`config.mk`:
```
export PLATFORM = sky130hd
export DESIGN_NAME = axil_request_decoder
export DESIGN_NICKNAME = d
export VERILOG_FILES = /design/src/common/mem_align_pkg.sv /design/src/design/axil_request_decoder.sv
export VERILOG_INCLUDE_DIRS = /design/src /design/src/common
export SDC_FILE = /design/constraint.sdc
export NUM_CORES = 1
export LEC_CHECK = 0
export BUFFER_PORTS_ARGS = -buffer_cell sky130_fd_sc_hd__buf_2
export CORE_UTILIZATION = 42
export DETAILED_ROUTE_END_ITERATION = 6
export MAX_ROUTING_LAYER = met4
export PLACE_DENSITY_LB_ADDON = 0.2
export SLEW_MARGIN = 20
export SYNTH_ARGS = -nofsm -noshare
export SYNTH_HDL_FRONTEND = slang
export SYNTH_SLANG_ARGS = --single-unit
export TNS_END_PERCENT = 1
```
`constraint.sdc`:
```
create_clock -name clk -period 4.25 [get_ports clk]
set_input_delay 0.425 -clock clk [delete_from_list [all_inputs] [get_ports clk]]
set_output_delay 0.425 -clock clk [all_outputs]
set_load 0.02 [all_outputs]
```
`src/common/mem_align_consts.svh`:
```
`ifndef MEM_ALIGN_CONSTS_SVH
`define MEM_ALIGN_CONSTS_SVH

// Datapath width, one RAM word
`define MEM_DATA_W 32

// Byte address into the 4 KiB RAM
`define MEM_ADDR_W 12

// Full AXI4-Lite address, byte address plus size window
`define AXI_ADDR_W 16

// Access size lives in address bits 13:12
`define SIZE_SEL_LSB 12

// Requests buffered between decoder and fixer
`define FIFO_DEPTH 4

`endif

```
`src/common/mem_align_pkg.sv`:
```
`include "mem_align_consts.svh"

package mem_align_pkg;

    // Log2 of the byte count, value 3 handled as a word
    typedef enum logic [1:0] {
        SIZE_BYTE = 2'd0,
        SIZE_HALF = 2'd1,
        SIZE_WORD = 2'd2
    } access_size_e;

    typedef enum logic {
        OP_READ  = 1'b0,
        OP_WRITE = 1'b1
    } access_op_e;

    // Request from the AXI side, 47 bits
    typedef struct packed {
        access_op_e              op;
        access_size_e            size;
        logic [`MEM_ADDR_W-1:0]  addr;    // Byte address
        logic [`MEM_DATA_W-1:0]  data;    // Write data, right-aligned
    } mem_request_t;

    // Result handed back in order, 34 bits
    typedef struct packed {
        access_op_e              op;      // Steers to B or R
        logic                    error;   // Misaligned access
        logic [`MEM_DATA_W-1:0]  data;    // Read data, zero-extended
    } mem_completion_t;

endpackage

```
`src/design/axil_request_decoder.sv`:
```
`timescale 1ns/1ps
`include "mem_align_consts.svh"

module axil_request_decoder (
    input  logic                            clk,
    input  logic                            reset,
    // Write address and write data
    input  logic                            awvalid,
    output logic                            awready,
    input  logic [`AXI_ADDR_W-1:0]          awaddr,
    input  logic                            wvalid,
    output logic                            wready,
    input  logic [`MEM_DATA_W-1:0]          wdata,
    input  logic [`MEM_DATA_W/8-1:0]        wstrb,     // Not used by this bus
    // Write response
    output logic                            bvalid,
    input  logic                            bready,
    output logic [1:0]                      bresp,
    // Read address and read data
    input  logic                            arvalid,
    output logic                            arready,
    input  logic [`AXI_ADDR_W-1:0]          araddr,
    output logic                            rvalid,
    input  logic                            rready,
    output logic [`MEM_DATA_W-1:0]          rdata,
    output logic [1:0]                      rresp,
    // Request towards the FIFO
    output logic                            req_valid,
    output mem_align_pkg::mem_request_t     req,
    input  logic                            req_ready,
    // Completion from the fixer
    input  logic                            cpl_valid,
    input  mem_align_pkg::mem_completion_t  cpl,
    output logic                            cpl_ready
);
    import mem_align_pkg::*;

    localparam logic [1:0] RESP_OKAY   = 2'b00;
    localparam logic [1:0] RESP_SLVERR = 2'b10;

    logic wr_possible;
    logic rd_possible;
    logic wr_grant;
    logic rd_grant;
    logic prefer_read;     // Arbitration toggle
    logic cpl_to_b;
    logic cpl_to_r;

    // Size window to access size, 3 counts as word
    function automatic access_size_e decode_size(input logic [1:0] window);
        case (window)
            2'd0:    return SIZE_BYTE;
            2'd1:    return SIZE_HALF;
            default: return SIZE_WORD;
        endcase
    endfunction

    // One request in flight through the readies at a time
    assign wr_possible = awvalid && wvalid && req_ready && !req_valid;
    assign rd_possible = arvalid && req_ready && !req_valid;
    assign wr_grant    = wr_possible && !(rd_possible && prefer_read);
    assign rd_grant    = rd_possible && !wr_grant;

    always_ff @(posedge clk)
    begin
        if (!reset)
        begin
            awready     <= 1'b0;
            wready      <= 1'b0;
            arready     <= 1'b0;
            req_valid   <= 1'b0;
            prefer_read <= 1'b0;
        end
        else
        begin
            awready   <= wr_grant;               // One-cycle pulse with wready
            wready    <= wr_grant;
            arready   <= rd_grant;
            req_valid <= wr_grant || rd_grant;   // Push lines up with handshake
            if (wr_grant)
                prefer_read <= 1'b1;             // Reads win next tie
            else if (rd_grant)
                prefer_read <= 1'b0;
        end
    end

    // Request payload captured at grant
    always_ff @(posedge clk)
    begin
        if (wr_grant)
        begin
            req.op   <= OP_WRITE;
            req.size <= decode_size(awaddr[`SIZE_SEL_LSB+1:`SIZE_SEL_LSB]);
            req.addr <= awaddr[`MEM_ADDR_W-1:0];
            req.data <= wdata;
        end
        else if (rd_grant)
        begin
            req.op   <= OP_READ;
            req.size <= decode_size(araddr[`SIZE_SEL_LSB+1:`SIZE_SEL_LSB]);
            req.addr <= araddr[`MEM_ADDR_W-1:0];
            req.data <= '0;
        end
    end

    // Take a completion when its channel is free or draining
    assign cpl_ready = (cpl.op == OP_WRITE) ? (!bvalid || bready) : (!rvalid || rready);
    assign cpl_to_b  = cpl_valid && cpl_ready && (cpl.op == OP_WRITE);
    assign cpl_to_r  = cpl_valid && cpl_ready && (cpl.op == OP_READ);

    always_ff @(posedge clk)
    begin
        if (!reset)
        begin
            bvalid <= 1'b0;
            rvalid <= 1'b0;
        end
        else
        begin
            if (cpl_to_b)
                bvalid <= 1'b1;
            else if (bready)
                bvalid <= 1'b0;
            if (cpl_to_r)
                rvalid <= 1'b1;
            else if (rready)
                rvalid <= 1'b0;
        end
    end

    // B and R holding registers
    always_ff @(posedge clk)
    begin
        if (cpl_to_b)
            bresp <= cpl.error ? RESP_SLVERR : RESP_OKAY;
        if (cpl_to_r)
        begin
            rdata <= cpl.data;
            rresp <= cpl.error ? RESP_SLVERR : RESP_OKAY;
        end
    end

endmodule

```
* Yosys cells after proc, flatten, opt, wreduce, memory -nomap -nowiden
Index checks and enable logic that the tools add are counted.
** Operators by class
- Bitwise operators :: 1
- Reduce and logical (&&, ||, !) cells :: 24
- Eq/ne operators :: 2
- Mux-type cells :: 12
** Operator list (count)
- $mux 46 :: 2
- $logic_and 1x1->1 :: 11
- $pmux 2 s2 :: 2
- $mux 1 :: 7
- $reduce_bool 2->1 :: 3
- $logic_not 1->1 :: 5
- $eq 2x1->1 const B :: 2
- $logic_not 2->1 :: 2
- $logic_or 1x1->1 :: 3
- $mux 2 :: 1
- $not 1->1 :: 1
** Storage, ports and cells
- Word-level logic and storage cells :: 52
- Register bits after elaboration :: 89
- Output and inout bits :: 90
- Input port bits :: 111

* Longest topological paths before layout
Gate-level depths: netlist of the first run.
- Word-level depth :: 9
- Depth in mapped cells :: 5
- Mapped depth without buffers :: 3

* Worst setup path after synthesis of the first run
No wires, ideal clock.
- Path kind :: input to register
- Start point :: in req_ready
- End point :: reg req[0] (netlist bit) (enable)
- Arrival time :: 2.729 ns
- Path slack :: 1.066 ns
- Path buffers :: 0
- Data required time :: 3.795 ns
- Cell stages on the path :: 2
- Setup time :: 0.455 ns
- Cells stage by stage :: nor2b_1 -> nor2b_1
** Between the ends
- Longest elaborated chain between the ends :: 8
** RTL lines
- from (decl) :: RTL line axil_request_decoder.sv:30 : input logic req_ready,
- $logic_and 1x1->1 (2 in a row) :: RTL line axil_request_decoder.sv:60 : assign rd_possible = arvalid && req_ready && !req_valid;
- $logic_and 1x1->1 :: RTL line axil_request_decoder.sv:61 : assign wr_grant = wr_possible && !(rd_possible && prefer_read);
- $logic_not 1->1 :: RTL line axil_request_decoder.sv:61
- $logic_and 1x1->1 :: RTL line axil_request_decoder.sv:61
- $logic_not 1->1 :: RTL line axil_request_decoder.sv:62 : assign rd_grant = rd_possible && !wr_grant;
- $logic_and 1x1->1 :: RTL line axil_request_decoder.sv:62
- $reduce_bool 2->1 (no source line) *
- to (decl) :: RTL line axil_request_decoder.sv:29 : output mem_align_pkg::mem_request_t req,
Every way passes the cells marked *; elsewhere a longest branch is shown, timed or not.
A chain may end at the register's enable or synchronous reset.

* Final worst setup path of the first run
- Start point :: reg req_valid
- End point :: reg req[40] (netlist bit) (data pin)
** Between the ends
- Longest elaborated chain between the ends :: 6
** RTL lines
- from (decl) :: RTL line axil_request_decoder.sv:28 : output logic req_valid,
- from (signal assigned) :: RTL line axil_request_decoder.sv:79 : req_valid <= wr_grant || rd_grant;
- $logic_not 1->1 * :: RTL line axil_request_decoder.sv:59, axil_request_decoder.sv:60
- $logic_and 1x1->1 :: RTL line axil_request_decoder.sv:60
- $logic_and 1x1->1 :: RTL line axil_request_decoder.sv:61
- $logic_not 1->1 :: RTL line axil_request_decoder.sv:61
- $logic_and 1x1->1 * :: RTL line axil_request_decoder.sv:61
- $mux 46 * :: RTL line axil_request_decoder.sv:90 : if (wr_grant)
Marked as above.

==> results of run 1 <==
cell type report:
cell class / count / share of cell area [%]
Clock buffer: 11 / 3.22
Tap cell: 99 / 2.82
Sequential cell: 87 / 57.9
Inverter: 1 / 0.0855
Clock inverter: 5 / 1.31
Timing Repair Buffer: 193 / 22.2
Multi-Input combinational cell: 72 / 12.5
Yosys cell counts (all sizes together):
| cell | instances | share of area (%) |
|---|---|---|
| and2 | 33 | 6.6 |
| nor3b | 1 | 0.24 |
| nand2b | 5 | 1.0 |
| clkbuf | 2 | 0.28 |
| nor2b | 5 | 1.0 |
| dfxtp | 7 | 4.5 |
| nor2 | 1 | 0.12 |
| conb | 1 | 0.12 |
| mux2 | 14 | 5.0 |
| inv | 1 | 0.12 |
| nand2 | 3 | 0.36 |
| a311oi | 1 | 0.28 |
| a21oi | 4 | 1.0 |
| nand4b | 1 | 0.76 |
| edfxtp | 80 | 76 |
| a21o | 1 | 0.24 |
| buf | 6 | 1.7 |
| mux2i | 1 | 0.32 |
cell families (layout without fill, tap and decap cells):
group,Yosys count,in the layout,share of synthesized area [%]
flops,87,87,80.9
simple gates,49,49,10.0
mux,15,15,5.34
buf+inv,9,210,2.07
compound gates,6,6,1.51
other cells,1,2,0.119
path summary, 6_finish.rpt:
path | to | slack [ps] | cells after the start
max | req[40] | 2270 | 4
min | rdata[15] | 250 | 1
max reg2reg | req[40] | 2270 | 4
min reg2reg | req[46] | 460 | 1
report_power, final:
group	leakage [nW]	internal [W]	total, W	switching [W]
Clock	0.103	0.000288	0.000567	0.000278
Combinational	1.00	0.0000802	0.000199	0.000119
Sequential	0.804	0.000986	0.000996	0.0000106
per-layer routing:
layer | up-vias | wire length (um) | GRT usage (%)
met2 | 120 | 3030 | 25.6
met5 | - | 0 | -
met1 | 930 | 2490 | 16.9
met4 | 0 | 121 | 8.36
li1 | 997 | - | -
met3 | 11 | 508 | 3.92
registers in the layout, summed over array words and instances (netlist names):
| signal | flops |
|---|---|
| req | 47 |
| rdata | 32 |
| arready | 1 |
| bresp | 1 |
| bvalid | 1 |
| prefer_read | 1 |
| req_valid | 1 |
| rresp | 1 |
| rvalid | 1 |
| wready | 1 |
stage by stage:
step,area (um2),hold WS [ps],worst slack (ps),total power (W)
CTS,4390,230,2230,0.00178
finish,4390,247,2270,0.00176
global route,4390,225,2110,0.00182
detailed placement,4190,436,2050,0.00122
floorplan,3150,506,1070,0.00112
global placement,4190,436,2070,0.00121
critical path: stages (launching register included):
cell	delay, ps
dfxtp_1	330
nand4b_4	180
a21oi_4	490
buf_4	360
mux2_1	350
layout by cell type (no fill, tap or decap), drive strengths merged:
cell type	Yosys	final
buf	6	193
inv	1	1
nor2b	5	5
conb	1	2
mux2	14	14
edfxtp	80	80
bufinv	0	1
nor2	1	1
clkbuf	2	11
a311oi	1	1
nand2	3	3
a21oi	4	4
clkinv	0	4
nor3b	1	1
and2	33	33
a21o	1	1
dfxtp	7	7
mux2i	1	1
nand4b	1	1
nand2b	5	5
==> results.py, run 1 <==
metrics = {
    "drt": {
        "dr.pass1.iters": 4,
        "dr.first_iter.drc_count": 62,
        "ant_nets": 0,
        "avgRoutedWirePerCell_um": 13.2,
        "viasPerCell": 4.40,
        "vias": 2058,
        "drc": 0,
        "wirelength_mm": 6.16,
    },
    "place": {
        "placed_cells": 452,
        "place_congestion": 0.792,
        "place_hpwl_mm": 4.65,
        "io_buffer_count": 190,
    },
    "synthesis": {
        "syn_inst": 167,
        "synth.avg_cell_area_um2": 18.8,
        "yosys_warnings": 0,
        "synth_seq_area_share_pct": 80.9,
        "yosysUniqueCellTypes": 22,
        "ys_seq_elements": 87,
        "syn_area_mm2": 0.00314,
    },
    "critical_path": {
        "crit_fanout": 28,
        "cp-start-kind": "register",
        "timing.rr.start": "req_valid",
        "worstSetupPathType": "reg -> reg",
        "cp.required_ps": 4340,
        "crit_start": "req_valid",
        "critPathArrivalTime_ps": 2070,
        "critPathCaptureType": "register",
    },
    "pwr": {
        "p_per_area_mw_per_mm2": 401,
        "peakVddDrop_mv": 0.251,
        "p_leak_nw": 1.91,
    },
    "finish": {
        "finalNetCount": 475,
        "seq_area_mm2": 0.00254,
        "fin_cells": 468,
        "n_fill_cell": 587,
        "multi_input_area_um2": 548,
        "drive_above_1_share_pct": 58.8,
        "antenna_cells": 0,
        "syn2layout_area_growth_pct": 39.7,
        "fin_util_pct": 60.5,
    },
    "floorplan": {
        "die_y_um": 88.5,
        "dieArea_mm2": 0.00783,
        "ios": 201,
        "dieWidth_um": 88.5,
        "floorplan.core_area_mm2": 0.00725,
        "start_util_pct": 43.3,
        "rows": 31,
    },
    "clock_tree": {
        "clkTransAtPathRegs_ps": 90,
        "cts_buffer_depth": 2,
        "clk_latency_ps": 350,
        "cts_root_buffer": "clkbuf_8",
        "numCtsBuffers": 9,
        "cts.hold.buffers_added": 0,
        "cts_tree": "built",
        "ctsResizeCount": 0,
        "cts_setup_buffers": 0,
        "clock_sinks": 87,
        "h-tree-depth": 3,
    },
    "sta": {
        "hold_violations": 0,
        "fmax_ghz": 0.504,
        "layout_min_cycle_time_ps": 1980,
        "max_slew_margin_pct": 60.4,
        "fin_worst_skew_ps": 15.5,
        "fin_setup_tns_ps": 0,
        "setup_viol_count_final": 0,
        "slew_viol_final": 0,
        "rsz0062_at_grt": "no",
        "period_share_pct": 46.7,
        "tightest_slew_ps": 593,
    },
    "global_route": {
        "track_usage_pct": 15.4,
        "grt_max_degree": 34,
        "grt-ovfl-total": 0,
        "grt_pass1_vias": 1814,
        "grt_pass1_wl_mm": 8.36,
        "antenna_found_initial": 0,
    },
    "job": {
        "maxCapViolCount": 0,
    },
    "worst_hold_path": {
        "hp-start": "cpl[15]",
        "worst_hold_path_type": "in -> reg",
    },
    "run_status": {
        "outcome": "finished, final reports clean",
    },
}
Note: power is estimated with default switching activity, not from simulation.
==> inputs of run 2 (changes only) <==
--- a/config.mk
+++ b/config.mk
@@ -6,8 +6,9 @@
 export SDC_FILE = /design/constraint.sdc
 export NUM_CORES = 1
 export LEC_CHECK = 0
+export ABC_AREA = 1
 export BUFFER_PORTS_ARGS = -buffer_cell sky130_fd_sc_hd__buf_2
-export CORE_UTILIZATION = 42
+export CORE_UTILIZATION = 39
 export DETAILED_ROUTE_END_ITERATION = 6
 export MAX_ROUTING_LAYER = met4
 export PLACE_DENSITY_LB_ADDON = 0.2
==> constraint.sdc (replaced) <==
create_clock -name clk -period 1.7 [get_ports clk]
set_input_delay 0.17 -clock clk [delete_from_list [all_inputs] [get_ports clk]]
set_output_delay 0.17 -clock clk [all_outputs]
set_load 0.02 [all_outputs]
==> run 2 against run 1 <==
Against the previous run: clock-buffer cell count shrank 1; via count is 23% higher; worst hold slack worse by 160 ps; design area grew 13%; register-to-register slack worse by 1900 ps; first-iteration DRC count fell by 6.5%; clock skew is 6.0 ps lower; non-clock buffer count rose by 37; sequential power is 150% higher; sequential cell count is the same; critical endpoint is now req[33]; clock power rose to 2.7 times the previous value; power grew to 2.6 times the previous value.
==> results.py, run 2 <==
metrics = {
    "run_status": {
        "outcome": "finished, final reports clean",
    },
    "global_route": {
        "antenna_found_initial": 0,
        "grt-ovfl-total": 0,
        "grt_pass1_vias": 2377,
        "grt_max_degree": 35,
        "grt_pass1_wl_mm": 11.8,
        "track_usage_pct": 18.6,
    },
    "finish": {
        "final_common_cell": "buf_2",
        "top_register": "req",
        "n_fill_cell": 692,
        "reg_top3": "req: 47 flops, rdata: 32 flops",
        "final_cell_area_mm2": 0.00496,
        "syn2layout_area_growth_pct": 50.2,
        "layout_common_cells": "buf_2, edfxtp_1, inv_1",
        "drive_above_1_share_pct": 47.2,
        "largest_reg_flops": 47,
        "antenna_cells": 0,
        "finalNetCount": 587,
    },
    "floorplan": {
        "start_util_pct": 40.2,
        "rows": 33,
        "ios": 201,
        "dieWidth_um": 94.1,
        "floorplan.core_area_mm2": 0.00822,
        "die_y_um": 94.1,
        "dieArea_mm2": 0.00885,
    },
    "clock_tree": {
        "numCtsBuffers": 9,
        "clkTransAtPathRegs_ps": 80,
        "clock_sinks": 87,
        "ctsResizeCount": 0,
        "cts_tree": "built",
        "cts_setup_buffers": 0,
        "cts_buffer_depth": 2,
        "h-tree-depth": 3,
        "clk_latency_ps": 340,
        "cts_root_buffer": "clkbuf_8",
        "cts.hold.buffers_added": 30,
    },
    "sta": {
        "fmax_ghz": 0.774,
        "hold_violations": 0,
        "period_share_pct": 76.0,
        "fin_setup_tns_ps": 0,
        "rsz0062_at_grt": "no",
        "slew_viol_final": 0,
        "whs_ps": 92.1,
        "layout_min_cycle_time_ps": 1290,
        "setup_viol_count_final": 0,
        "fin_worst_skew_ps": 9.54,
    },
    "drt": {
        "wirelength_mm": 7.98,
        "dr.pass1.iters": 4,
        "vias": 2537,
        "viasPerCell": 4.33,
        "avgRoutedWirePerCell_um": 13.6,
        "drc": 0,
        "dr.first_iter.drc_count": 58,
        "ant_nets": 0,
    },
    "synthesis": {
        "synth_most_common_cell": "edfxtp_1",
        "yosys.area.top_type_share_pct": 72.7,
        "yosysUniqueCellTypes": 19,
        "synth_seq_area_share_pct": 76.9,
        "synth_edf_count": 80,
        "syn_inst": 244,
        "yosys_warnings": 0,
        "synthFlopType": "edfxtp_1",
        "async_reset_ff_share_pct": 0,
        "synth_top_area_cell": "edfxtp_1",
        "synth_common_cells": "edfxtp_1, inv_1, nand2_1",
        "synth.avg_cell_area_um2": 13.5,
        "syn_area_mm2": 0.00330,
        "ys_seq_elements": 87,
        "synth_area_leaders": "edfxtp_1, inv_1, nand2_1",
    },
    "pwr": {
        "p_int_w": 0.00351,
        "combPwrFrac_pct": 12.7,
        "sequentialPowerShare_pct": 53.7,
        "sw_frac_of_total_pct": 23.4,
        "total_power_w": 0.00459,
        "peakVddDrop_mv": 0.390,
        "p_leak_nw": 2.43,
        "p_per_area_mw_per_mm2": 925,
        "p_switching_w": 0.00108,
        "clkPwrFrac_pct": 33.6,
    },
    "critical_path": {
        "critPathArrivalTime_ps": 1400,
        "worstSetupPathType": "reg -> reg",
        "critPathCaptureType": "register",
        "crit_fanout": 17,
        "cp-start-kind": "register",
        "cp.required_ps": 1800,
    },
    "place": {
        "place_hpwl_mm": 5.76,
        "io_buffer_count": 190,
        "place_congestion": 0.728,
        "dpl-instance-area_mm2": 0.00442,
    },
    "worst_hold_path": {
        "worst_hold_path_type": "in -> reg",
    },
    "job": {
        "maxCapViolCount": 0,
    },
}
run 2: cell count changes in the layout (fill, tap and decap cells not counted), sizes merged, moves of 3 or more:
cell / previous run / this run
and2: 33 / 0
buf: 193 / 197
dlygate4sd3: 0 / 33
inv: 1 / 45
mux2: 14 / 0
nand2: 3 / 41
nand2b: 5 / 0
nand3: 0 / 14
nor2: 1 / 40
nor2b: 5 / 0
o21ai: 0 / 3
run 2: kinds of logic (layout without fill, tap and decap cells):
kind of cell,Yosys count,count (layout),synth area share [%]
other,1,2,0.113
AO/OA/AOI/OAI,5,5,0.757
flip-flops,87,87,76.9
AND/OR/NAND/NOR,97,97,14.8
buffers and inverters,54,290,7.38
run 2: critical path, stage by stage (launching register included):
cell and delay, ps:
dfxtp_1 330, inv_2 70, nand2_2 120, nor2_8 110, nand2_2 80, buf_4 200
nand2_1 80, nand2_1 40
run 2: through the flow:
step	utilization [%]	std cells	setup slack, ps
after floorplan	-	245	-90.0
after global placement	53.8	537	466
after detailed placement	53.8	537	429
after CTS	60.0	583	408
after global routing	60.4	586	308
final	60.4	586	408
run 2: final cells by class:
type	instances	area, um2	area share (%)
clock buffers	10	128	2.57
flip-flops and latches	87	2540	51.2
well taps	105	131	2.65
clock inverters	6	83.8	1.69
multi-input cells	104	541	10.9
inverters	44	165	3.33
repair buffers	230	1370	27.6
run 2: worst paths after layout:
kind	endpoint	cells after the start	start	slack (ps)
worst max-delay path	req[33]	7	req_valid	410
worst min-delay path	wready	3	reset	90
worst max register to register	req[33]	7	req_valid	410
worst min register to register	req[46]	2	req[46]	480
run 2: per-layer routing:
layer	share of wire [%]	vias up	GRT usage, %
li1	-	1248	-
met1	40	1164	21.8
met2	52	108	30.5
met4	2.4	0	9.23
met3	6.0	17	3.80
met5	0	-	-
run 2: power groups by stage:
stage	combinational, W	clock [W]	sequential [W]
floorplan	0.000157	0	0.00263
global placement	0.000513	0	0.00251
detailed placement	0.000526	0	0.00252
CTS	0.000582	0.00158	0.00247
global route	0.000634	0.00167	0.00247
finish	0.000581	0.00154	0.00247
==> inputs of run 3 (changes only) <==
--- a/config.mk
+++ b/config.mk
@@ -8,7 +8,7 @@
 export LEC_CHECK = 0
 export ABC_AREA = 1
 export BUFFER_PORTS_ARGS = -buffer_cell sky130_fd_sc_hd__buf_2
-export CORE_UTILIZATION = 39
+export CORE_UTILIZATION = 43
 export DETAILED_ROUTE_END_ITERATION = 6
 export MAX_ROUTING_LAYER = met4
 export PLACE_DENSITY_LB_ADDON = 0.2
==> constraint.sdc (replaced) <==
create_clock -name clk -period 1.19 [get_ports clk]
set_input_delay 0.119 -clock clk [delete_from_list [all_inputs] [get_ports clk]]
set_output_delay 0.119 -clock clk [all_outputs]
set_load 0.02 [all_outputs]
==> run 3 against run 2 <==
Against the previous run: the flow now finishes with violations (setup timing); sequential power grew 43%; largest power group unchanged; worst hold slack lost 55 ps; clock skew shrank 3.3 ps; first-iteration DRC count grew 53%; design area grew 0.33%; via count grew 1.1%; clock power grew 20%; clock-buffer cell count grew 3.
==> results.py, run 3 (same netlist as run 2, synthesis figures left out) <==
metrics = {
    "run_status": {
        "outcome": "finished, violations left",
        "failed_checks": "setup timing",
    },
    "sta": {
        "rsz0062_at_grt": "yes",
        "hold_violations": 0,
        "whs_ps": 37.4,
        "layout_min_cycle_time_ps": 1210,
        "fmax_ghz": 0.826,
        "period_share_pct": 102,
        "fin_worst_skew_ps": 6.22,
        "setup_viol_count_final": 31,
        "slew_viol_final": 0,
        "setup_slack_ps": -21.3,
    },
    "clock_tree": {
        "cts_root_buffer": "clkbuf_8",
        "h-tree-depth": 3,
        "clkTransAtPathRegs_ps": 80,
        "numCtsBuffers": 9,
        "cts_buffer_depth": 2,
        "cts_tree": "built",
        "clock_sinks": 87,
        "clk_latency_ps": 340,
    },
    "critical_path": {
        "critPathArrivalTime_ps": 1310,
        "cp.required_ps": 1290,
        "crit_fanout": 21,
        "timing.rr.start": "req_valid",
        "worstSetupPathType": "reg -> reg",
        "crit_start": "req_valid",
        "critPathCaptureType": "register",
        "cp-start-kind": "register",
    },
    "drt": {
        "ant_nets": 0,
        "dr.first_iter.drc_count": 89,
        "avgRoutedWirePerCell_um": 13.0,
        "wirelength_mm": 7.55,
        "dr.pass1.iters": 5,
        "drc": 0,
        "viasPerCell": 4.41,
        "vias": 2564,
    },
    "finish": {
        "top_register": "req",
        "final_common_cell": "buf_2",
        "drive_above_1_share_pct": 48.4,
        "antenna_cells": 0,
        "syn2layout_area_growth_pct": 50.7,
        "reg_top3": "req: 47 flops, rdata: 32 flops",
        "finalNetCount": 589,
        "largest_reg_flops": 47,
        "final_cell_area_mm2": 0.00498,
        "layout_common_cells": "buf_2, edfxtp_1, inv_1",
    },
    "global_route": {
        "grt_max_degree": 34,
        "antenna_found_initial": 0,
        "track_usage_pct": 19.1,
        "grt_pass1_vias": 2266,
        "grt-ovfl-total": 0,
        "grt_pass1_wl_mm": 10.6,
    },
    "worst_hold_path": {
        "hp-start": "reset",
        "worst_hold_path_type": "in -> reg",
    },
    "floorplan": {
        "start_util_pct": 45.1,
        "rows": 31,
        "floorplan.core_area_mm2": 0.00733,
        "ios": 201,
        "die_y_um": 89.7,
        "dieWidth_um": 89.7,
        "dieArea_mm2": 0.00804,
    },
    "pwr": {
        "total_power_w": 0.00622,
        "p_leak_nw": 2.43,
        "p_per_area_mw_per_mm2": 1250,
        "peakVddDrop_mv": 0.881,
    },
    "place": {
        "io_buffer_count": 190,
        "dpl-instance-area_mm2": 0.00445,
        "place_congestion": 0.742,
        "place_hpwl_mm": 5.31,
    },
    "job": {
        "maxCapViolCount": 0,
    },
}
-- run 3: cell count changes in the layout (fill, tap and decap cells not counted), moves of 2 or more --
cell / previous run / this run
nand2_4: 0 / 2
clkbuf_8: 9 / 11
nand2_1: 39 / 37
dfxtp_1: 7 / 5
clkinv_1: 2 / 0
bufinv_16: 2 / 0
-- run 3: cell type report --
type	instances	area, um2
flip-flops and latches	87	2550
fillers	606	2350
repair buffers	232	1410
multi-input cells	104	556
inverters	44	168
clock buffers	13	159
well taps	99	124
clock inverters	3	20.0
-- run 3: metal layers --
layer / wire length (um) / global-route usage (%) / up-vias / part of all wire [%]
met4: 193 / 10.7 / 0 / 2.6
met3: 451 / 3.11 / 15 / 6.0
met2: 3990 / 32.6 / 120 / 53
li1: - / - / 1252 / -
met1: 2910 / 21.4 / 1177 / 39
met5: 0 / - / - / 0
-- run 3: stage by stage --
stage	instances	utilization [%]	TNS (ps)	setup slack (ps)
5_1_grt	582	67.9	-2880	-81.3
3_5_place_dp	533	60.7	-689	-42.7
2_1_floorplan	245	-	-34400	-519
4_1_cts	582	67.8	-776	-32.7
6_report	582	67.9	-496	-21.3
3_3_place_gp	533	60.7	-241	-16.9
-- run 3: what timing repair did --
action / 4_1_cts / 5_1_grt
hold buffers: 33 / 0
endpoints found under the hold margin: 34 / 0
setup endpoints to repair: 44 / 68
resized for setup: 3 / 3
setup buffers: 0 / 0
-- run 3: worst paths after layout --
path | to | depth (start not counted) | slack [ps]
hold / removal | rvalid | 3 | 40
setup reg to reg | req[45] | 7 | -20
setup / recovery | req[45] | 7 | -20
hold reg to reg | req[46] | 2 | 470
-- run 3: power by group --
group / internal (W) / switching [W]
logic: 0.000366 / 0.000479
registers: 0.00349 / 0.0000338
clock network: 0.000872 / 0.000977
total: 0.00473 / 0.00149
-- run 3: critical path, stage by stage (launching register included) --
cell and delay, ps:
dfxtp_4 360, inv_4 70, nand2_4 80, nor2_8 100, nand2_4 80, buf_12 170, nand2_1 60, nand2_1 50
